[src/hw/icachePkg.sv]
package icachePkg;

    // geometry
    localparam int numWays    = 4;
    localparam int numSets    = 64;
    localparam int lineBits   = 128;
    localparam int indexBits  = 6;
    localparam int tagBits    = 22;
    localparam int offsetBits = 4;

    typedef logic [31:0] addrT;
    typedef logic [tagBits-1:0] tagT;
    typedef logic [indexBits-1:0] setIndexT;
    typedef logic [31:0] instWordT;

    // word 0 sits in the low bits
    typedef instWordT [lineBits/32-1:0] cacheLineT;

    typedef logic [numWays-1:0] wayMaskT;

    // bit 0 picks a half, bit 1 inside ways 0/1, bit 2 inside ways 2/3
    typedef logic [2:0] plruT;

    // second slot pc is pc + 4 and is not stored
    typedef struct packed {
        addrT     pc;
        instWordT inst0;
        instWordT inst1;
        logic     valid0;
        logic     valid1;
    } instPairT;

    typedef struct packed {
        logic valid;
        addrT addr;
    } memReqT;

    typedef enum logic [1:0] {
        sRunning,
        sBlock,
        sRecover
    } missStateT;

endpackage
[src/hw/lineState.sv]
`timescale 1ns/1ps

module lineState (
    input  logic                 clk,
    input  logic                 rst,
    input  icachePkg::setIndexT  setIndex,
    input  logic                 lookupValid,
    input  icachePkg::wayMaskT   hitMask,
    input  logic                 refillEn,
    output icachePkg::wayMaskT   validBits,
    output icachePkg::wayMaskT   wayWrite
);
    icachePkg::wayMaskT validMem [icachePkg::numSets];
    icachePkg::plruT    plruMem  [icachePkg::numSets];
    icachePkg::plruT    curPlru;
    icachePkg::wayMaskT victim;
    icachePkg::wayMaskT usedWay;
    logic               touchEn;

    // turn the tree away from the way just used
    function automatic icachePkg::plruT touch(
        input icachePkg::plruT    cur,
        input icachePkg::wayMaskT way
    );
        icachePkg::plruT nxt;
        nxt = cur;
        if (way[0]) begin
            nxt[0] = 1'b0;
            nxt[1] = 1'b0;
        end else if (way[1]) begin
            nxt[0] = 1'b0;
            nxt[1] = 1'b1;
        end else if (way[2]) begin
            nxt[0] = 1'b1;
            nxt[2] = 1'b0;
        end else if (way[3]) begin
            nxt[0] = 1'b1;
            nxt[2] = 1'b1;
        end
        return nxt;
    endfunction

    assign curPlru   = plruMem[setIndex];
    assign validBits = validMem[setIndex];

    always_comb begin
        if (curPlru[0]) begin
            victim = curPlru[1] ? 4'b0001 : 4'b0010;
        end else begin
            victim = curPlru[2] ? 4'b0100 : 4'b1000;
        end
    end

    assign wayWrite = refillEn ? victim : '0;
    assign usedWay  = refillEn ? victim : hitMask;
    assign touchEn  = refillEn || (lookupValid && |hitMask);

    always_ff @(posedge clk) begin
        if (rst) begin
            for (int s = 0; s < icachePkg::numSets; s++) begin
                validMem[s] <= '0;
                plruMem[s]  <= '0;
            end
        end else begin
            if (touchEn) begin
                plruMem[setIndex] <= touch(curPlru, usedWay);
            end
            if (refillEn) begin
                validMem[setIndex] <= validMem[setIndex] | victim;
            end
        end
    end

    // a refill never lands in a set that already holds the tag
    assert property (@(posedge clk) disable iff (rst) refillEn |-> hitMask == '0);

endmodule

[config.mk]
export PLATFORM = sky130hd
export DESIGN_NAME = lineState
export DESIGN_NICKNAME = d
export VERILOG_FILES = /design/src/hw/icachePkg.sv /design/src/hw/lineState.sv
export SDC_FILE = /design/constraint.sdc
export NUM_CORES = 1
export LEC_CHECK = 0
export BUFFER_PORTS_ARGS = -buffer_cell sky130_fd_sc_hd__buf_2
export CORE_ASPECT_RATIO = 0.6
export CORE_MARGIN = 10
export CORE_UTILIZATION = 40
export DETAILED_ROUTE_END_ITERATION = 12
export PLACE_DENSITY = 0.52
export SLEW_MARGIN = 40
export SYNTH_ARGS = -nofsm -noshare
export SYNTH_HDL_FRONTEND = slang
export SYNTH_SLANG_ARGS = --single-unit
[constraint.sdc]
create_clock -name clk -period 6.5 [get_ports clk]
set_input_delay 0.975 -clock clk [delete_from_list [all_inputs] [get_ports clk]]
set_output_delay 0.975 -clock clk [all_outputs]
set_load 0.05 [all_outputs]
# Word-level counts from Yosys, hierarchy flattened
# Memory sizes are Yosys's and may differ from the RTL's.
# Cells that the tools add are included.
# op_classes
n_reduce_logical	5
n_addsub	0
magnitude_cmp	0
div_mod_pow	0
n_eq_ne	0
n_mul	0
n_mux	32
shift	0
bitwise	1
# op_table
op	n
1-bit two-way mux	20
4-bit two-way mux	5
6-bit two-way mux	2
2-bit two-way mux	4
4-bit OR reduction	2
4-bit bitwise OR	1
3-bit two-way mux	1
3-bit OR reduction	1
1-bit logical AND	1
1-bit logical OR	1
# totals
latch_bits	0
input_bits	14
reg_bits	0
rom_bits	0
ramBits	448
elab_cells	40
mem_count	2
# mem_list
name	words	word_bits	read_ports	rd_clocked_by_memory_dff	wr	line_no	text
validMem	64	4	1	0	64	lineState.sv:13	icachePkg::wayMaskT validMem [icachePkg::numSets];
plruMem	64	3	1	0	64	lineState.sv:14	icachePkg::plruT plruMem [icachePkg::numSets];

# Logic depth before layout (Yosys ltp)
# An unclocked memory read counts as a cell.
# logic_depth
word_depth	11
mapped_depth	14

# Worst setup path before layout
# Ideal clock, no wire load.
# synth_timing
kind	input to output
startpoint	in setIndex[0]
endpoint	out wayWrite[2]
required_ns	5.525
path_buffers	3
arrival_ns	3.397
cell_stages	9
setup_slack_ns	2.128
path_cell_list	buf_6 > buf_12 > buf_6 > mux4_2 > a32oi_1 > o2111ai_1 > a211oi_2 > nand2_1 > nor2_1
# synth_via
elab_chain_len	4
# synth_rtl
item	line_no	text
from (decl)	lineState.sv:6	input icachePkg::setIndexT setIndex,
memory read 64 x 3 bit *	-	
4-bit two-way mux	lineState.sv:50	victim = curPlru[2] ? 4'b0100 : 4'b1000;
4-bit two-way mux *	lineState.sv:47	if (curPlru[0]) begin
4-bit two-way mux *	lineState.sv:54	assign wayWrite = refillEn ? victim : '0;
to (decl)	lineState.sv:11	output icachePkg::wayMaskT wayWrite
# Mark *: on every way between the ends. The rest lies on a longest branch, timed or not.

# Final worst setup path
# layout_timing
startpoint	in setIndex[1]
endpoint	out wayWrite[3]
# The elaborated chain is that of the path after synthesis.

==> flow_summary.yaml <==
clock_tree:
  cts_buffer_depth: 3
  htree_levels: 2
  post_cts.resized_instances: 0
  cts_setup_buffers: 0
  cts_made_buffers: 44
  insertion_delay_ns: 0.57
  cts_sinks: 448
  root_buffer: "clkbuf_16"
  hold_buffers: 0
  cts_tree: "done"
  cts.clk_slew.worst_paths_ns: 0.06
synthesis:
  syn_inst: 1714
  yosysUniqueCellTypes: 59
  ys_seq_elements: 448
  synthMostInstantiatedCell: "edfxtp_1"
  synthArstFlopShare_pct: 0
  avgSynthCellArea_sq_um: 12.40
  syn_area_sq_mm: 0.02125
  synth_top_area_share_pct: 63.30
  yosys-top-cells-count: "edfxtp_1, nor2_1, nand2_1"
  synth-seq-area-share_pct: 63.30
  synth_top_cell_by_area: "edfxtp_1"
  synthFlopType: "edfxtp_1"
  synth_edf_count: 448
  ys_warn_count: 0
  syn_nets: 1728
  ys_top_cells_by_area: "edfxtp_1, nor2_1, mux4_2"
timing:
  slew_viol_final: 0
  min_period_over_period_pct: 82.42
  fin_skew_ns: 0.02946
  hold_slack_ns: 1.082
  post-route-min-period_ns: 5.357
  worst_pin_slew_ns: 0.8786
  hold_viol: 0
  worst_slack_ns: 1.143
  tns_ns: 0
  rsz0062_at_grt: "false"
  setup_viol: 0
  slew_headroom_pct: 41.21
  fmax_ghz: 0.1867
pwr:
  p_total_mw: 6.767
  p_leak_nw: 8.183
  cellPowerDensity_mw_per_mm2: 287.1
  irDropWorstVdd_mv: 0.1557
worst_setup_path:
  rr_startpoint: "plruMem[30][2]"
  max_stage_delay_ns: 0.60
  arrival_ns: 4.38
  crit_end: "wayWrite[3]"
  crit_top_cell: "buf_4"
  cp_cell_sequence: "buf_4 > buf_12 > nor3b_2 > buf_4 > a22oi_1 > a21oi_1 > nor4_1 > nand3_1 > nor2_1 > buf_2"
  cp-end-kind: "primary output"
  r2r-end: "plruMem[8][2]"
  crit_path_start_kind: "input port"
  crit_type: "in2out"
  r2r.worst_path.cells: 8
  crit_start: "setIndex[1]"
  critPathSlowestCell: "nor4_1"
  required_ns: 5.52
  cp_max_fo: 41
  r2r_slack_ns: 2.74
grt:
  antenna_found_initial: 1
  grt_pass1_vias: 13634
  grt_pass1_wl_mm: 97.68
  grt-ovfl-total: 0
  grt_max_degree: 90
  grt.total_usage_pct: 20.82
placed_design:
  dp.cells: 2351
  dp_hpwl_mm: 43.90
  post_dp_cell_area_sq_mm: 0.02212
  gp_congestion: 0.8682
  dp_slack_ns: 1.289
  port_buffers: 21
floorplanning:
  fp.dieW_um: 317.6
  die_h_um: 198.5
  start_util_pct: 40.45
  ios: 22
  die_area_sq_mm: 0.06305
  core_area_sq_mm: 0.05254
  rows: 65
final_layout:
  diodes: 0
  area.growth.synth_to_final_pct: 10.90
  fin_util_pct: 44.86
  nets: 1709
  regArea_sq_mm: 0.01345
  multi_input_area_sq_mm: 0.007211
  final_cell_count_no_fill: 2430
  final_cell_area_sq_mm: 0.02357
  fillerInstances: 4780
  layout-drive-gt1-share_pct: 13.90
routing:
  drtIter0Drc: 1842
  routed_wirelength_mm: 67.40
  ant_nets: 0
  viasPerCell: 5.933
  drc_errors: 0
  post_drt_wl_per_cell_um: 27.74
  first_pass_iters: 6
  num_vias: 14416
status:
  status: "finished clean"
min_path:
  hold_class: "in2reg"
  hold_path_depth: 4
job:
  drv_cap: 0
[flip-flops by register name (all words and copies together), names as in the netlist]
name / flops
plruMem: 192
validMem: 256
[report_power, final]
| group | leakage, nW | internal (mW) | switching (mW) |
|---|---|---|---|
| registers | 4.62 | 3.27 | 0.0434 |
| logic | 2.87 | 0.212 | 0.588 |
| clock network | 0.693 | 1.50 | 1.15 |
[cell families (layout without fill, tap and decap cells)]
kind of cell	after synthesis	after routing	share of synthesized area [%]
flops	448	448	63.30
compound gates	212	212	6.541
buf+inv	136	149	3.409
simple gates	789	789	16.72
mux	129	129	10.03
[layout make-up]
| cell class | instances | area share [%] |
|---|---|---|
| clock buffer | 54 | 4.921 |
| sequential | 448 | 57.08 |
| tap | 703 | 3.732 |
| timing repair buffer | 68 | 2.522 |
| inverter | 3 | 0.04778 |
| multi-input combinational | 1130 | 30.59 |
| clock inverter | 24 | 1.104 |
[worst max-delay path, delay by kind of cell]
| family | cells | cell delay, ns |
|---|---|---|
| AO/OA/AOI/OAI | 2 | 0.59 |
| AND/OR/NAND/NOR | 4 | 1.37 |
| buffers and inverters | 4 | 1.35 |
[routing by layer]
metal	global-route usage, %	vias up	wire, um
li1	-	6211	-
met1	32.30	7326	31860
met2	26.75	795	25730
met3	7.714	84	8721
met4	3.955	0	1090
met5	0	-	0
[worst min-delay path by stage]
stage | start | endpoint | slack, ns
after floorplan | plruMem[47][2] | validMem[1][2] | 0.94
after global placement | validMem[61][1] | validMem[57][1] | 1.12
after detailed placement | validMem[61][1] | validMem[14][1] | 1.16
after CTS | hitMask[1] | plruMem[15][1] | 1.08
after global routing | hitMask[1] | plruMem[9][1] | 1.10
final | hitMask[1] | plruMem[8][1] | 1.08
[placed cells by master (no fill, tap or decap), drive strengths merged, types with 5 or more instances in the layout]
| cell type | synthesis | layout |
|---|---|---|
| a21oi | 92 | 92 |
| bufinv | 0 | 6 |
| and3b | 7 | 7 |
| nor4 | 6 | 6 |
| nand4 | 6 | 6 |
| clkinv | 1 | 18 |
| clkbuf | 52 | 54 |
| edfxtp | 448 | 448 |
| nand2 | 158 | 158 |
| mux4 | 65 | 65 |
| mux2i | 43 | 43 |
| nand3 | 5 | 5 |
| o21ai | 18 | 18 |
| mux2 | 21 | 21 |
| and3 | 9 | 9 |
| o211ai | 6 | 6 |
| nor2 | 411 | 411 |
| nor2b | 7 | 7 |
| a22oi | 34 | 34 |
| nor3b | 9 | 9 |
| o22ai | 17 | 17 |
| nor3 | 9 | 9 |
| nand2b | 145 | 145 |
| a221oi | 20 | 20 |
| buf | 81 | 68 |
Power figures use the tool's default switching activity.
