`src/hw/icachePkg.sv`:
```
package icachePkg;

    // geometry
    localparam int numWays    = 4;
    localparam int numSets    = 64;
    localparam int lineBits   = 128;
    localparam int indexBits  = 6;
    localparam int tagBits    = 22;
    localparam int offsetBits = 4;

    typedef logic [31:0] addrT;
    typedef logic [tagBits-1:0] tagT;
    typedef logic [indexBits-1:0] setIndexT;
    typedef logic [31:0] instWordT;

    // word 0 sits in the low bits
    typedef instWordT [lineBits/32-1:0] cacheLineT;

    typedef logic [numWays-1:0] wayMaskT;

    // bit 0 picks a half, bit 1 inside ways 0/1, bit 2 inside ways 2/3
    typedef logic [2:0] plruT;

    // second slot pc is pc + 4 and is not stored
    typedef struct packed {
        addrT     pc;
        instWordT inst0;
        instWordT inst1;
        logic     valid0;
        logic     valid1;
    } instPairT;

    typedef struct packed {
        logic valid;
        addrT addr;
    } memReqT;

    typedef enum logic [1:0] {
        sRunning,
        sBlock,
        sRecover
    } missStateT;

endpackage
```
`src/hw/missControl.sv`:
```
`timescale 1ns/1ps

module missControl (
    input  logic                clk,
    input  logic                rst,
    input  logic                lookupValid,
    input  logic                hit,
    input  logic                flush,
    input  icachePkg::addrT     heldAddr,
    input  logic                memRespValid,
    output logic                stall,
    output icachePkg::memReqT   memReq,
    output logic                refillEn
);
    icachePkg::missStateT state;
    icachePkg::missStateT nextState;
    logic                 missNow;

    assign missNow = (state == icachePkg::sRunning) && lookupValid && !hit;

    always_comb begin
        nextState = state;
        case (state)
            icachePkg::sRunning: begin
                if (missNow) begin
                    nextState = flush ? icachePkg::sRecover : icachePkg::sBlock;
                end
            end
            icachePkg::sBlock: begin
                // response wins over a flush in the same cycle
                if (memRespValid) begin
                    nextState = icachePkg::sRunning;
                end else if (flush) begin
                    nextState = icachePkg::sRecover;
                end
            end
            icachePkg::sRecover: begin
                // drop the line without a write
                if (memRespValid) begin
                    nextState = icachePkg::sRunning;
                end
            end
            default: begin
                nextState = icachePkg::sRunning;
            end
        endcase
    end

    always_ff @(posedge clk) begin
        if (rst) begin
            state <= icachePkg::sRunning;
        end else begin
            state <= nextState;
        end
    end

    // stall holds through the response cycle
    assign stall    = (state != icachePkg::sRunning) || missNow;
    assign refillEn = (state == icachePkg::sBlock) && memRespValid;

    always_comb begin
        memReq.valid = missNow;
        memReq.addr  = {heldAddr[31:icachePkg::offsetBits], {icachePkg::offsetBits{1'b0}}};
    end

    // memory only answers an open request
    assert property (@(posedge clk) disable iff (rst)
        memRespValid |-> state != icachePkg::sRunning);

endmodule

```
`config.mk`:
```
export PLATFORM = sky130hd
export DESIGN_NAME = missControl
export DESIGN_NICKNAME = d
export VERILOG_FILES = /design/src/hw/icachePkg.sv /design/src/hw/missControl.sv
export SDC_FILE = /design/constraint.sdc
export NUM_CORES = 1
export LEC_CHECK = 0
export BUFFER_PORTS_ARGS = -buffer_cell sky130_fd_sc_hd__buf_2
export CAP_MARGIN = 20
export CORE_MARGIN = 2
export CORE_UTILIZATION = 26
export CTS_CLUSTER_SIZE = 8
export DETAILED_ROUTE_END_ITERATION = 6
export GPL_TIMING_DRIVEN = 0
export PLACE_DENSITY = 0.85
export SYNTH_ARGS = -nofsm -noshare
export SYNTH_HDL_FRONTEND = slang
export SYNTH_SLANG_ARGS = --single-unit
```
`constraint.sdc`:
```
create_clock -name clk -period 2.1 [get_ports clk]
set_clock_uncertainty 0.15 [all_clocks]
set_input_delay 0.315 -clock clk [delete_from_list [all_inputs] [get_ports clk]]
set_output_delay 0.315 -clock clk [all_outputs]
set_load 0.02 [all_outputs]
```
# Word level (Yosys, flattened, before mapping)

Index checks and enable logic that the tools add are counted.

Register bits: 2
Input port bits: 38
Output and inout port bits: 35
Word-level logic and storage cells: 20

Equality and inequality tests: 5
Mux-type cells: 6
Reduce and logical (&&, ||, !) cells: 8

Operators by type and width:

| operator             | number |
|---|---|
| $mux W2              | 5 |
| $pmux W2 S3          | 1 |
| $ne A2 B2 Y1 const B | 2 |
| $logic_and A1 B1 Y1  | 3 |
| $ne A3 B3 Y1 const B | 1 |
| $reduce_and A3 Y1    | 1 |
| $eq A2 B1 Y1 const B | 1 |
| $eq A2 B2 Y1 const B | 1 |
| $logic_not A2 Y1     | 1 |
| $reduce_bool A2 Y1   | 1 |
| $logic_not A1 Y1     | 1 |
| $logic_or A1 B1 Y1   | 1 |

# Depth between registers and ports, before layout

Gate-level depths: netlist of the first run.

Word-level depth: 5
Depth in mapped cells: 3
Depth with buffers taken out: 3

# Worst setup path before layout of the first run

No wires, ideal clock.

Kind: input -> output
From: input port hit
To: output port memReq[32] in the netlist's numbering
Arrival: 0.742 ns
Required time: 1.635 ns
Path slack: 0.893 ns
Stages: 3
Path buffers: 1
Cell sequence: nand2b_1 -> nor3_1 -> buf_4

Longest elaborated chain between the ends: 2

RTL lines:

| element             | line              | source |
|---|---|---|
| start: declaration  | missControl.sv:7  | `input logic hit,` |
| $logic_not A1 Y1    | missControl.sv:19 | `assign missNow = (state == icachePkg::sRunning) && lookupValid && !hit;` |
| $logic_and A1 B1 Y1 | missControl.sv:19 |  |
| end: declaration    | missControl.sv:12 | `output icachePkg::memReqT memReq,` |

Every way passes these cells.

# Worst setup path after layout of the first run

From: register state[1]
To: output port memReq[32] in the netlist's numbering

Longest elaborated chain between the ends: 3

RTL lines:

| element                           | line              | source |
|---|---|---|
| start: declaration                | missControl.sv:15 | `icachePkg::missStateT state;` |
| start signal: assignment          | missControl.sv:51 | `state <= icachePkg::sRunning;` |
| start signal: assignment          | missControl.sv:53 | `state <= nextState;` |
| $logic_not A2 Y1                  | missControl.sv:19 |  |
| $logic_and A1 B1 Y1 (2 in series) | missControl.sv:19 |  |

Every way passes these cells.

==> flow_summary.json, run 1 <==
{
  "top_regs": "state x2",
  "clock_latency_ns": 0.22,
  "numCtsBuffers": 3,
  "synth_area_leaders": "buf_4 (68%), dfxtp_1 (11%), o41ai_2 (4.5%)",
  "worstSetupEndpoint": "memReq[32]",
  "cts_tree": "done",
  "clkPwrFrac_pct": 32.3,
  "area_growth_pct": 63.70,
  "status": "finished, final reports clean",
  "synthMuxAreaShare_pct": 3.082,
  "synth-seq-cells": 2,
  "yosys_warnings": 0,
  "critPathRequiredTime_ns": 1.63,
  "final_area_um2": 598.1,
  "min_path_type": "input port to flip-flop",
  "dr.pass1.iters": 4,
  "yosysUniqueCellTypes": 12,
  "p_leak_uw": 0.0003823,
  "r2r_cells": 2,
  "reg2reg_slack_ns": 0.90,
  "postCtsSetupRepairBufs": 0,
  "max_freq_ghz": 0.6667,
  "rr_startpoint": "state[0]",
  "track_usage_pct": 8.587,
  "startpoint_type": "flip-flop",
  "synth_simple_gate_area_share_pct": 11.64,
  "antenna_found_initial": 0,
  "path_max_fanout": 6,
  "synth_top_area_share_pct": 67.81,
  "synth_compound_area_share_pct": 4.452,
  "fin_util_pct": 45.96,
  "nNetsFinal": 129,
  "fin_hold_ws_ns": 0.1183,
  "switching_power_uw": 92.97,
  "rows": 13,
  "drc": 0,
  "cts_buffer_depth": 2,
  "ant_nets": 0,
  "synth_top_family_by_area": "buffers and inverters",
  "syn_avg_cell_area_um2": 7.773,
  "pre_cts_slack_ns": 0.6335,
  "top_register": "state",
  "clock_sinks": 2,
  "synth_area_um2": 365.4,
  "layout_setup_ws_ns": 0.6001,
  "die_area_um2": 1721,
  "crit_path_end_kind": "output pin",
  "wl_per_cell_um": 7.731,
  "cap_violations": 0,
  "gp_congestion": 0.6207,
  "placed_cell_area_um2": 575.6,
  "core_um2": 1301,
  "hold_viol": 0,
  "ys_seq_area_share_pct": 10.96,
  "die_w_um": 41.49,
  "combPwrFrac_pct": 51.7,
  "drive_above_1_share_pct": 83.15,
  "via_count": 400,
  "rsz0062_at_grt": "no",
  "vias_per_cell": 3.846,
  "critPathArrivalTime_ns": 1.03,
  "ir_drop_mv": 0.1723,
  "num-fill-cells": 141,
  "sw_frac_of_total_pct": 35.41,
  "globalRouteOverflowTotal": 0,
  "drtIter0Drc": 6,
  "root_buffer": "clkbuf_4",
  "p_int_uw": 169.6,
  "synthXorXnorAreaFrac_pct": 0,
  "grt_max_degree": 7,
  "cts_hold_buf": 0,
  "powerDensity_nw_per_um2": 439.0,
  "reg2reg_to": "state[1]",
  "cts-resized-gates": 0,
  "synth_top_cell_by_area": "buf_4",
  "dp_hpwl_um": 718.6,
  "setup_violations": 0,
  "chipHeight_um": 41.49,
  "diodes": 0,
  "htreeDepth": 1,
  "largest_reg_flops": 2,
  "clk_pin_slew_ns": 0.03,
  "start_util_pct": 28.08,
  "critPathKind": "flip-flop to output pin",
  "grt_pass1_vias": 314,
  "drt-total-wl_um": 804,
  "period_needed_ns": 1.500,
  "final.setup.tns_ns": 0,
  "synth_cells": 47,
  "fin_crit_sh_pct": 71.42,
  "grt_pass1_wl_mm": 1.131,
  "pin_count": 73,
  "critPathLaunch": "state[1]",
  "seqPwrFrac_pct": 15.9,
  "port_buffers": 36,
  "synth_adder_area_share_pct": 0,
  "drv_slew": 0
}
[cell usage after synthesis]
cell type and instances:
nor3_1 1, buf_4 33, dfxtp_1 2, inv_1 1, mux2_2 1, conb_1 1
nor4_1 1, nand2_1 2, nor2_1 2, o41ai_2 1, or4b_1 1, nand2b_1 1
[placed cells by master (no fill, tap or decap), drive strengths merged]
cell type / instances
conb: 4
buf: 69
or4b: 1
nor2: 2
clkbuf: 3
o41ai: 1
nand2: 2
nor4: 1
nor3: 1
inv: 1
mux2: 1
dfxtp: 2
nand2b: 1
[logic make-up after synthesis]
kind of cell / after synthesis
and+or+nand+nor: 8
DFF: 2
other: 1
AOI/OAI and AO/OA: 1
buffers and inverters: 34
muxes: 1
[routing by layer]
| layer | vias to the layer above | part of all wire [%] | GRT usage (%) |
|---|---|---|---|
| li1 | 195 | - | - |
| met1 | 166 | 28 | 6.005 |
| met2 | 39 | 52 | 16.88 |
| met3 | 0 | 20 | 4.348 |
| met4 | 0 | 0 | 5.806 |
| met5 | - | 0 | 0 |
[worst min path at each step]
stage | from | end | slack (ns) | depth (start not counted)
global route | flush | state[0] | 0.12 | 2
finish | flush | state[0] | 0.12 | 2
global placement | flush | state[0] | 0.35 | 2
detailed placement | flush | state[0] | 0.35 | 2
floorplan | flush | state[0] | 0.24 | 1
CTS | flush | state[0] | 0.11 | 2
[power groups by stage]
| stage | clock network [uW] | logic, uW | registers [uW] |
|---|---|---|---|
| 3_3_place_gp | 0 | 134 | 42.1 |
| 3_5_place_dp | 0 | 136 | 42.3 |
| 5_1_grt | 95.2 | 144 | 42.0 |
| 2_1_floorplan | 0 | 103 | 41.9 |
| 6_report | 84.9 | 136 | 41.8 |
| 4_1_cts | 90.8 | 137 | 41.8 |
[critical path, stage by stage, from the launching register on]
cell     delay [ns]
dfxtp_1        0.34
nor3_1         0.20
buf_4          0.13
buf_2          0.15
[area by class of cell]
type	count	area [um2]	share of cell area, %
buffer	33	247.7	41.42
clock buffer	3	22.52	3.766
timing repair buffer	36	180.2	30.13
multi-input combinational	14	85.08	14.23
tap	15	18.77	3.138
inverter	1	3.754	0.6276
sequential	2	40.04	6.695
[through the flow]
stage | std cells | power (uW)
5_1_grt | 104 | 281.4
4_1_cts | 104 | 269.3
6_report | 104 | 262.6
3_3_place_gp | 101 | 176.6
2_1_floorplan | 50 | 145.0
3_5_place_dp | 101 | 178.7
(Power assumes the default switching activity.)
==> run 2, diff against run 1 <==
--- a/config.mk
+++ b/config.mk
@@ -8,11 +8,11 @@
 export BUFFER_PORTS_ARGS = -buffer_cell sky130_fd_sc_hd__buf_2
 export CAP_MARGIN = 20
 export CORE_MARGIN = 2
-export CORE_UTILIZATION = 26
+export CORE_UTILIZATION = 24
 export CTS_CLUSTER_SIZE = 8
 export DETAILED_ROUTE_END_ITERATION = 6
 export GPL_TIMING_DRIVEN = 0
-export PLACE_DENSITY = 0.85
+export PLACE_DENSITY = 0.79
 export SYNTH_ARGS = -nofsm -noshare
 export SYNTH_HDL_FRONTEND = slang
 export SYNTH_SLANG_ARGS = --single-unit
==> constraint.sdc (replaced) <==
create_clock -name clk -period 1.5 [get_ports clk]
set_clock_uncertainty 0.15 [all_clocks]
set_input_delay 0.225 -clock clk [delete_from_list [all_inputs] [get_ports clk]]
set_output_delay 0.225 -clock clk [all_outputs]
set_load 0.02 [all_outputs]
==> flow_summary.json, run 2 (same netlist as run 1, synthesis figures left out) <==
{
  "min_path_type": "input port to flip-flop",
  "final_cell_mix": "buf_2 (36), buf_4 (33), conb_1 (4), clkbuf_4 (3)",
  "placed_cell_area_um2": 576.8,
  "track_usage_pct": 7.886,
  "min_path_cells": 2,
  "dp_cells": 102,
  "die_w_um": 43.02,
  "dr.pass1.iters": 1,
  "htreeDepth": 1,
  "clock_latency_ns": 0.23,
  "seqPwrFrac_pct": 15.9,
  "globalRouteOverflowTotal": 0,
  "critPathTopFamily": "flip-flops",
  "cts_tree": "done",
  "drc": 0,
  "p_total_uw": 369.6,
  "crit_path_cell_trace": "nor3_1 -> buf_4 -> buf_2",
  "pin_count": 73,
  "rows": 14,
  "crit_buf_inv": 2,
  "r2r_cells": 2,
  "via_count": 384,
  "powerDensity_nw_per_um2": 616.7,
  "hold_start": "flush",
  "critPathRequiredTime_ns": 1.12,
  "p_leak_uw": 0.0003823,
  "crit_path_end_kind": "output pin",
  "ir_drop_mv": 0.1780,
  "cts_hold_buf": 0,
  "critPathKind": "flip-flop to output pin",
  "area_growth_pct": 64.04,
  "grt_pass1_wl_um": 979,
  "drt-total-wl_um": 796,
  "largest_reg_flops": 2,
  "rr_startpoint": "state[1]",
  "chipHeight_um": 43.02,
  "core_um2": 1471,
  "ant_nets": 0,
  "numCtsBuffers": 3,
  "gp_congestion": 0.5798,
  "fin_hold_ws_ns": 0.03319,
  "critPathLaunch": "state[1]",
  "top_register": "state",
  "postCtsSetupRepairBufs": 0,
  "hold_viol": 0,
  "root_buffer": "clkbuf_4",
  "sw_frac_of_total_pct": 35.73,
  "path_max_fanout": 6,
  "nNetsFinal": 129,
  "max_freq_ghz": 0.7028,
  "drive_above_1_share_pct": 83.15,
  "drv_slew": 0,
  "p_int_uw": 237.6,
  "clk_pin_slew_ns": 0.03,
  "wl_per_cell_um": 7.581,
  "num-fill-cells": 160,
  "worst-path-stages": 3,
  "regArea_um2": 40.04,
  "combPwrFrac_pct": 51.3,
  "grt_max_degree": 7,
  "fin_crit_sh_pct": 94.86,
  "grt_pass1_vias": 272,
  "cap_violations": 0,
  "cts_buffer_depth": 2,
  "clock_sinks": 2,
  "top_regs": "state x2",
  "status": "finished, final reports clean",
  "antenna_found_initial": 0,
  "vias_per_cell": 3.657,
  "final_area_um2": 599.3,
  "startpoint_type": "flip-flop",
  "critPathMaxStageDelay_ns": 0.35,
  "clkPwrFrac_pct": 32.8,
  "die_area_um2": 1850,
  "diodes": 0,
  "start_util_pct": 24.83,
  "final.setup.tns_ns": 0,
  "setup_violations": 0,
  "fin_cells": 105,
  "port_buffers": 36,
  "dp_hpwl_um": 706.1,
  "multiInputGateArea_um2": 85.08,
  "switching_power_uw": 132.1,
  "cts-resized-gates": 0,
  "rsz0062_at_grt": "no",
  "critPathArrivalTime_ns": 1.05,
  "period_needed_ns": 1.423,
  "crit_slowest_cell": "dfxtp_1",
  "drtIter0Drc": 0,
  "final_common_cell": "buf_2"
}
run 2: cell counts in the layout (fill, tap and decap cells not counted):
No cell type changed its count.
run 2: worst paths after layout:
kind	endpoint	slack, ns
setup reg to reg	state[1]	0.28
hold reg to reg	state[0]	0.41
setup / recovery	memReq[32]	0.08
hold / removal	state[0]	0.03
run 2: final cells by class:
cell class	count	area share, %
tap	16	3.340
inverter	1	0.6263
clock buffer	3	3.758
sequential	2	6.681
timing repair buffer	36	30.06
multi-input combinational	14	14.20
buffer	33	41.34
run 2: power groups by stage:
stage	sequential, uW	combinational, uW	clock, uW
after floorplan	58.7	144	0
after global routing	59.2	200	126
after CTS	58.6	191	129
final	58.7	190	121
after global placement	58.9	188	0
after detailed placement	59.3	191	0
run 2: worst reg2reg max path: stages (launching register included):
cell	delay (ns)
dfxtp_1	0.41
or4b_1	0.49
o41ai_2	0.07
run 2: metal layers:
layer  GRT usage [%]  share of wire, %  vias up
met3           4.681                23        0
li1                -                 -      195
met1           5.076                24      153
met2           13.64                53       36
met5               0                 0        -
met4           9.091                 0        0
run 2: per-stage QoR:
step                      setup slack [ns]  util, %
after global placement              0.2529    39.20
after detailed placement            0.2329    39.20
after CTS                          0.07200    40.73
final                              0.07705    40.73
after floorplan                     0.3580        -
after global routing               0.03296    40.73
