===== config.mk =====
export PLATFORM = sky130hd
export DESIGN_NAME = lookupStage
export DESIGN_NICKNAME = d
export VERILOG_FILES = /design/src/hw/icachePkg.sv /design/src/hw/lookupStage.sv
export SDC_FILE = /design/constraint.sdc
export NUM_CORES = 1
export LEC_CHECK = 0
export ABC_AREA = 1
export BUFFER_PORTS_ARGS = -buffer_cell sky130_fd_sc_hd__buf_2
export CORE_AREA = 2 2 367 369
export DETAILED_ROUTE_END_ITERATION = 10
export DIE_AREA = 0 0 369 371
export GPL_TIMING_DRIVEN = 0
export PLACE_DENSITY_LB_ADDON = 0.12
export SLEW_MARGIN = 20
export SYNTH_ARGS = -nofsm -noshare
export SYNTH_HDL_FRONTEND = slang
export SYNTH_SLANG_ARGS = --single-unit

===== constraint.sdc =====
create_clock -name clk -period 9 [get_ports clk]
set_input_delay 2.7 -clock clk [delete_from_list [all_inputs] [get_ports clk]]
set_output_delay 2.7 -clock clk [all_outputs]
set_load 0.01 [all_outputs]

===== src/hw/icachePkg.sv =====
package icachePkg;

    // geometry
    localparam int numWays    = 4;
    localparam int numSets    = 64;
    localparam int lineBits   = 128;
    localparam int indexBits  = 6;
    localparam int tagBits    = 22;
    localparam int offsetBits = 4;

    typedef logic [31:0] addrT;
    typedef logic [tagBits-1:0] tagT;
    typedef logic [indexBits-1:0] setIndexT;
    typedef logic [31:0] instWordT;

    // word 0 sits in the low bits
    typedef instWordT [lineBits/32-1:0] cacheLineT;

    typedef logic [numWays-1:0] wayMaskT;

    // bit 0 picks a half, bit 1 inside ways 0/1, bit 2 inside ways 2/3
    typedef logic [2:0] plruT;

    // second slot pc is pc + 4 and is not stored
    typedef struct packed {
        addrT     pc;
        instWordT inst0;
        instWordT inst1;
        logic     valid0;
        logic     valid1;
    } instPairT;

    typedef struct packed {
        logic valid;
        addrT addr;
    } memReqT;

    typedef enum logic [1:0] {
        sRunning,
        sBlock,
        sRecover
    } missStateT;

endpackage

===== src/hw/lookupStage.sv =====
`timescale 1ns/1ps

module lookupStage (
    input  logic                                      clk,
    input  logic                                      rst,
    input  logic                                      fetchValid,
    input  icachePkg::addrT                           fetchPc,
    input  logic                                      flush,
    input  logic                                      stall,
    input  icachePkg::tagT [icachePkg::numWays-1:0]       wayTags,
    input  icachePkg::cacheLineT [icachePkg::numWays-1:0] wayLines,
    input  icachePkg::wayMaskT                        validBits,
    input  icachePkg::cacheLineT                      memRespLine,
    input  logic                                      refillEn,
    output icachePkg::setIndexT                       ramIndex,
    output icachePkg::tagT                            heldTag,
    output icachePkg::addrT                           heldAddr,
    output icachePkg::wayMaskT                        hitMask,
    output logic                                      hit,
    output logic                                      lookupValid,
    output icachePkg::instPairT                       fetchOut
);
    logic                 heldValid;
    logic                 deliver;
    icachePkg::cacheLineT hitLine;
    icachePkg::cacheLineT srcLine;

    // the refill cycle retires the held lookup
    always_ff @(posedge clk) begin
        if (rst || flush) begin
            heldValid <= 1'b0;
        end else if (!stall) begin
            heldValid <= fetchValid;
        end else if (refillEn) begin
            heldValid <= 1'b0;
        end
    end

    always_ff @(posedge clk) begin
        if (!stall && fetchValid) begin
            heldAddr <= fetchPc;
        end
    end

    assign ramIndex = stall ? heldAddr[icachePkg::offsetBits +: icachePkg::indexBits]
                            : fetchPc[icachePkg::offsetBits +: icachePkg::indexBits];
    assign heldTag     = heldAddr[31 -: icachePkg::tagBits];
    assign lookupValid = heldValid;

    always_comb begin
        hitLine = '0;
        for (int w = 0; w < icachePkg::numWays; w++) begin
            hitMask[w] = validBits[w] && (wayTags[w] == heldTag);
            if (hitMask[w]) begin
                hitLine = hitLine | wayLines[w];
            end
        end
    end

    assign hit     = heldValid && |hitMask;
    assign srcLine = refillEn ? memRespLine : hitLine;
    assign deliver = (hit || refillEn) && !flush;

    always_comb begin
        fetchOut.pc     = {heldAddr[31:3], 1'b0, heldAddr[1:0]};
        fetchOut.inst0  = srcLine[{heldAddr[3], 1'b0}];
        fetchOut.inst1  = srcLine[{heldAddr[3], 1'b1}];
        // odd word fetch only carries the second slot
        fetchOut.valid0 = deliver && !heldAddr[2];
        fetchOut.valid1 = deliver;
    end

    // a tag lives in at most one way of a set
    assert property (@(posedge clk) disable iff (rst) $onehot0(hitMask));

endmodule


=== After elaboration in Yosys (flattened, before gate mapping) ===
Index checks and enable logic that the tools add are counted.
Widths: inputs -> output; s select.

* Register bits after elaboration: 33
* Output and inout port bits: 164
* Word-level logic and storage cells: 38

* Order comparisons: 2
* Equality and inequality tests: 5
* Muxes and demuxes: 12
* Bitwise operators: 3
* Reduce and logical (&&, ||, !) cells: 14

{| class="wikitable"
|+ Operator list
! kind !! number
|-
| $mux 128 || 5
|-
| $or 128x128->128 || 3
|-
| $mux 32 || 4
|-
| $eq 22x22->1 || 4
|-
| $logic_and 1x1->1 || 8
|-
| $lt 2x3->1 const B || 2
|-
| $mux 6 || 1
|-
| $reduce_or 4->1 || 1
|-
| $logic_not 1->1 || 3
|-
| $logic_or 1x1->1 || 2
|-
| $mux 1 || 2
|-
| $ne 2x1->1 const B || 1
|}

=== Depth between registers and ports, before layout ===
Gate-level depths: netlist (run 1).

* Word-level depth: 12
* Mapped depth: 15
* Mapped depth without buffers: 12

=== Worst setup path after synthesis (run 1) ===
OpenSTA, ideal clock, no wires.

* Path kind: input to output
* From: input port wayTags[47] (netlist name)
* To: output port fetchOut[41] (netlist name)
* Data arrival time: 3.898 ns
* Slack: 2.402 ns
* Cell stages on the path: 13
* Buffers on the path: 1
* Path through: inv_1 nand2_1 o21ai_0 nor2_1 nand2_1 nor2_1 nand3_1 inv_2 clkbuf_1 nand2_1 nand3_1 o21ai_1 nand2_1

{| class="wikitable"
|+ RTL lines
! item !! line !! text
|-
| start: declaration || lookupStage.sv:10 || <nowiki>input icachePkg::tagT [icachePkg::numWays-1:0] wayTags,</nowiki>
|-
| end: declaration || lookupStage.sv:21 || <nowiki>output icachePkg::instPairT fetchOut</nowiki>
|}

==> reports/qor.yml, run 1 <==
global_routing:
  grt_use_total: 0.166
  grt_pass1_wl_um: 153000
  antenna_found_initial: 74
  grt_pass1_vias: 16900
  grt_max_degree: 18
  grt_overflow: 0
floorplan:
  ioPinCount: 934
  start_util: 0.0677
  die_area_um2: 137000
  num_rows: 134
  die_height_um: 371
  core_area_um2: 133000
  die_w_um: 369
yosys:
  yosysSeqAreaShare: 0.109
  synth_area_leaders: "nand2_1, nor2_1, nand4_1"
  synth-async-reset-ratio: 0
  synth_edf_count: 32
  synth_most_common_cell: "nand2_1"
  netlist_instances: 1835
  yosys.area.top_type_share: 0.299
  synthTopCellsByCount: "nand2_1, nor2_1, nand4_1, nand3_1, o21ai_1"
  synth_nets: 2605
  ys.flop_type: "edfxtp_1"
  yosysWarnings: 0
  synth_area_um2: 8990
  yosys_register_bits: 33
  synth.avg_cell_area_um2: 4.90
  yosysTopAreaCell: "nand2_1"
  ys_types: 23
timing:
  grt_setup_unrepaired: "no"
  max_freq_mhz: 113
  max-slew-margin-rel: 0.259
  worst_slack_ns: 0.161
  min_period_over_period: 0.982
  drv_slew: 0
  finalHoldViolations: 0
  tightest_slew_ns: 1.11
  whs_ns: 0.700
  finalSetupViolCount: 0
  finalCriticalPeriod_ns: 8.84
  fin_skew_ns: 0
finish:
  design_area_um2: 16200
  nets: 3549
  final_cells: 4560
  areaGrowthSynthToFinish_pct: 80.7
  drive_gt1_frac: 0.399
route:
  num_vias: 16300
  detail_route.wl_per_cell_um: 26.2
  drt_wl_total_um: 120000
  drc: 0
  drt-vias-per-instance: 3.58
  dr.pass1.iters: 5
  drt_iter0_drc: 843
  antenna_left: 0
clocking:
  cts_hold_buf: 0
  clk_latency_ns: 0.30
  clock-sinks: 33
  cts_buffer_depth: 2
  cts_tree: "yes"
  cts_max_level: 2
  cts_inserted_buffers: 5
  clock-root-buffer: "clkbuf_16"
  clk_pin_slew_ns: 0.07
worst_setup_path:
  critPathSlowestCell: "nand4_1"
  arrival_ns: 6.14
  cp-start-kind: "input port"
  worst-path-buf-inv: 5
  cp_top_family: "simple AND/OR/NAND/NOR gates"
  crit_required_ns: 6.30
  critPathMaxStageDelay_ns: 0.59
  crit_path_max_fanout: 10
  critPathKind: "input port to output pin"
  critPathCaptureType: "output pin"
  crit_top_cell: "nand2_1"
  worstPathCellList: "buf_2 > inv_1 > nand2_1 > nand2_1 > nor2_1 > nand2_1 > nor2_2 > buf_4 > buf_2 > nand4_1 > nand3_2 > o21ai_1 > nand2_1 > buf_2"
placement:
  place_area_um2: 16000
  placed_cells_incl_taps: 4540
  dp_slack_ns: -0.595
  gp_congestion: 0.839
  portBuffers: 931
  dpl.hpwl_um: 103000
hold_path:
  hp-class: "register to register"
power_and_ir_drop:
  powerDensity_nw_per_um2: 62.0
  max-vdd-ir-drop_mv: 0.0593
  p_leak_nw: 8.50
run:
  cap_violations: 0
run_status:
  status: "completed"
==> flip-flops by register name, indices dropped and copies added, names as in the netlist <==
name,cells
lookupValid,1
heldAddr,32
==> tightest hold or removal path: stages, from the launching register on <==
cell and delay, ns:
dfxtp_1 0.36, and3_1 0.16, o21ai_0 0.07, nor2_1 0.08
==> final cells by class <==
class                           count  area [um^2]
Fill cell                       16200       117000
Tap cell                         1768         2210
Clock buffer                        5          125
Buffer                            189         1030
Inverter                           88          333
Clock inverter                      3         68.8
Multi-Input combinational cell   1525         6710
Antenna cell                       12         30.0
Sequential cell                    33          981
Timing Repair Buffer              937         4760
==> what timing repair did <==
| item | CTS | global route |
|---|---|---|
| setup endpoints to repair | 10 | 2 |
| pin swaps | 1 | 0 |
| resized for setup | 7 | 2 |
| setup buffers | 0 | 0 |
==> per-layer routing <==
metal	wire length, um	part of all wire	vias up	GRT usage
met3	8110	0.068	145	0.0413
met4	2060	0.017	48	0.0238
met1	50700	0.42	7568	0.204
met2	58400	0.49	719	0.296
li1	-	-	7863	-
met5	315	0.0026	-	0
==> stage by stage <==
stage	total power [mW]	TNS [ns]	utilization
after global placement	0.772	-7.41	0.119
final	1.01	0	0.122
after floorplan	0.404	0	-
after detailed placement	0.775	-1.96	0.120
after global routing	1.08	0	0.122
after CTS	1.03	0	0.122
==> worst paths after layout <==
kind	startpoint	slack [ns]	endpoint	depth (start not counted)
max	wayTags[44]	0.16	fetchOut[62]	14
max reg2reg	lookupValid$_SDFFE_PP0P_	8.21	lookupValid$_SDFFE_PP0P_	3
min reg2reg	lookupValid$_SDFFE_PP0P_	0.70	lookupValid$_SDFFE_PP0P_	3
min	lookupValid$_SDFFE_PP0P_	0.70	lookupValid$_SDFFE_PP0P_	3
==> placed cells by master (no fill, tap or decap), types with 4 or more instances in the layout <==
cell type,count
diode_2,12
mux2_2,6
inv_2,22
buf_1,5
nand2_1,716
xnor2_1,10
o21ai_0,25
nand3_1,135
nand4_1,182
inv_1,64
o21ai_1,130
buf_2,989
edfxtp_1,32
clkbuf_2,5
clkbuf_16,5
buf_4,60
clkbuf_1,59
nor2_4,4
nor2_2,6
nor2_1,304
==> logic make-up after synthesis <==
logic type,after synthesis,synth area share
flip-flops,33,0.109
multiplexers,6,0.00752
XOR/XNOR,13,0.0127
buffers and inverters,277,0.149
AND/OR/NAND/NOR,1349,0.634
other,1,0.000417
AO/OA/AOI/OAI,156,0.0869
==> where the power goes <==
group / switching, mW / internal (mW)
Sequential: 0.0268 / 0.181
Combinational: 0.309 / 0.244
Clock: 0.0875 / 0.160
Total: 0.423 / 0.584
Power figures use the tool's default switching activity.
==> run 2: changes to the inputs <==
Settings changed: PLACE_DENSITY_LB_ADDON 0.12 to default.
==> run 2 against run 1 <==
Against the previous run: utilization rose by 0.072 points; power rose by 8.0%; via count rose by 7.6%; clock-buffer cell count did not move.
==> reports/qor.yml, run 2 (same netlist as run 1, synthesis figures left out) <==
run_status:
  status: "completed"
run:
  cap_violations: 0
finish:
  mostFrequentLayoutCells: "buf_2, nand2_1, nor2_1"
  final_cells: 4573
  areaGrowthSynthToFinish_pct: 81.8
  final.fill_count: 16000
  largest_reg_flops: 32
  drive_gt1_frac: 0.402
  nets: 3551
  top_register: "heldAddr"
  final_common_cell: "buf_2"
  final_util: 0.123
power_and_ir_drop:
  p_leak_nw: 8.53
  max-vdd-ir-drop_mv: 0.0649
  finalPower_mw: 1.09
  p_switching_uw: 500
  clockPowerShare: 0.245
  powerDensity_nw_per_um2: 66.6
  power_frac_comb: 0.564
  swShare: 0.459
  p_seq_frac: 0.191
  power.internal_uw: 589
worst_setup_path:
  crit_required_ns: 6.30
  critPathCaptureType: "output pin"
  r2r_end: "lookupValid$_SDFFE_PP0P_"
  cp-start-kind: "input port"
  r2r_cells: 3
  reg2reg_slack_ns: 7.82
  rr_startpoint: "lookupValid$_SDFFE_PP0P_"
  critPathKind: "input port to output pin"
  crit_path_max_fanout: 10
  arrival_ns: 6.15
clocking:
  clk_latency_ns: 0.33
  clk_pin_slew_ns: 0.10
  clock-root-buffer: "clkbuf_16"
  cts_buffer_depth: 2
  clock-sinks: 33
  cts_max_level: 2
  cts_hold_buf: 0
  cts_tree: "yes"
  cts_inserted_buffers: 5
global_routing:
  gr-usage-met3: 0.0503
  grt_pass1_vias: 16500
  grt-busiest-layer: "met2"
  grt_use_total: 0.198
  grt_overflow: 0
  use_met2: 0.318
  met1_usage: 0.263
  antenna_found_initial: 91
  grt_pass1_wl_um: 174000
  grt_max_degree: 19
timing:
  fin_skew_ns: 0
  max-slew-margin-rel: 0.152
  finalSetupViolCount: 0
  finalHoldViolations: 0
  whs_ns: 1.01
  min_period_over_period: 0.983
  max_freq_mhz: 113
  finalCriticalPeriod_ns: 8.85
  worst_slack_ns: 0.153
  drv_slew: 0
  grt_setup_unrepaired: "no"
  tightest_slew_ns: 1.27
hold_path:
  hold_path_end: "lookupValid$_SDFFE_PP0P_"
  hp-start: "lookupValid$_SDFFE_PP0P_"
  min_path_cells: 3
  hp-class: "register to register"
floorplan:
  die_height_um: 371
  die_w_um: 369
  start_util: 0.0677
  die_area_um2: 137000
  core_area_um2: 133000
  num_rows: 134
  ioPinCount: 934
placement:
  portBuffers: 931
  placed_cells_incl_taps: 4539
  gp_congestion: 1.03
  dp_slack_ns: -0.665
  dpl.hpwl_um: 126000
route:
  detail_route.wl_per_cell_um: 31.2
  drc: 0
  drt-vias-per-instance: 3.85
  num_vias: 17600
  dr.pass1.iters: 5
  drt_iter0_drc: 1699
  antenna_left: 0
  drt_wl_total_um: 143000
[run 2: changes by cell type in the layout (fill, tap and decap cells not counted), sizes merged]
cell / before / now
diode: 12 / 23
buf: 1061 / 1063
[run 2: cell type report]
cell class                 count  area [um^2]  share of cell area
multi-input combinational   1525         6720               0.411
tap                         1768         2210               0.135
clock inverter                 3         68.8             0.00421
buffer                       189         1040              0.0635
sequential                    33          981              0.0600
clock buffer                   5          125             0.00766
timing repair buffer         939         4810               0.294
antenna                       23         57.6             0.00352
inverter                      88          335              0.0205
[run 2: power groups by stage]
| stage | registers [mW] | clock network (mW) | logic [mW] |
|---|---|---|---|
| floorplan | 0.202 | 0 | 0.203 |
| global placement | 0.212 | 0 | 0.606 |
| detailed placement | 0.211 | 0 | 0.610 |
| CTS | 0.208 | 0.273 | 0.614 |
| global route | 0.209 | 0.276 | 0.657 |
| finish | 0.208 | 0.266 | 0.614 |
[run 2: critical path: stages]
cell and delay (ns):
buf_2 0.11, inv_1 0.04, nand2_1 0.05, nand2_1 0.06, nor2_1 0.23, nand2_1 0.10, nor2_2 0.17, buf_6 0.19
buf_2 0.66, buf_2 0.39, nand4_1 0.78, nand3_1 0.34, o21ai_1 0.08, nand2_1 0.09, buf_2 0.13
[run 2: how the worst max path moves through the flow]
stage / cells past startpoint / slack [ns] / end / start
floorplan: 13 / 2.40 / fetchOut[41] / wayTags[47]
global placement: 14 / -1.12 / fetchOut[34] / wayTags[81]
detailed placement: 14 / -0.67 / fetchOut[34] / wayTags[81]
CTS: 14 / 0.01 / fetchOut[34] / wayTags[81]
global route: 14 / 0.01 / fetchOut[62] / wayTags[55]
finish: 15 / 0.15 / fetchOut[58] / wayTags[78]
[run 2: metrics by stage]
| stage | cell area, um^2 | TNS [ns] |
|---|---|---|
| global placement | 15900 | -21.81 |
| detailed placement | 16000 | -3.43 |
| CTS | 16200 | 0 |
| finish | 16300 | 0 |
| floorplan | 8990 | 0 |
| global route | 16300 | 0 |
[run 2: what timing repair did]
item | CTS | global route
resized for setup | 9 | 3
setup buffers | 1 | 2
pin swaps | 1 | 1
setup endpoints to repair | 20 | 4
[run 2: metal layers]
layer	wire length (um)	vias up
met4	3980	26
met1	63100	8371
met2	63900	1115
met3	11500	209
li1	-	7868
met5	158	-
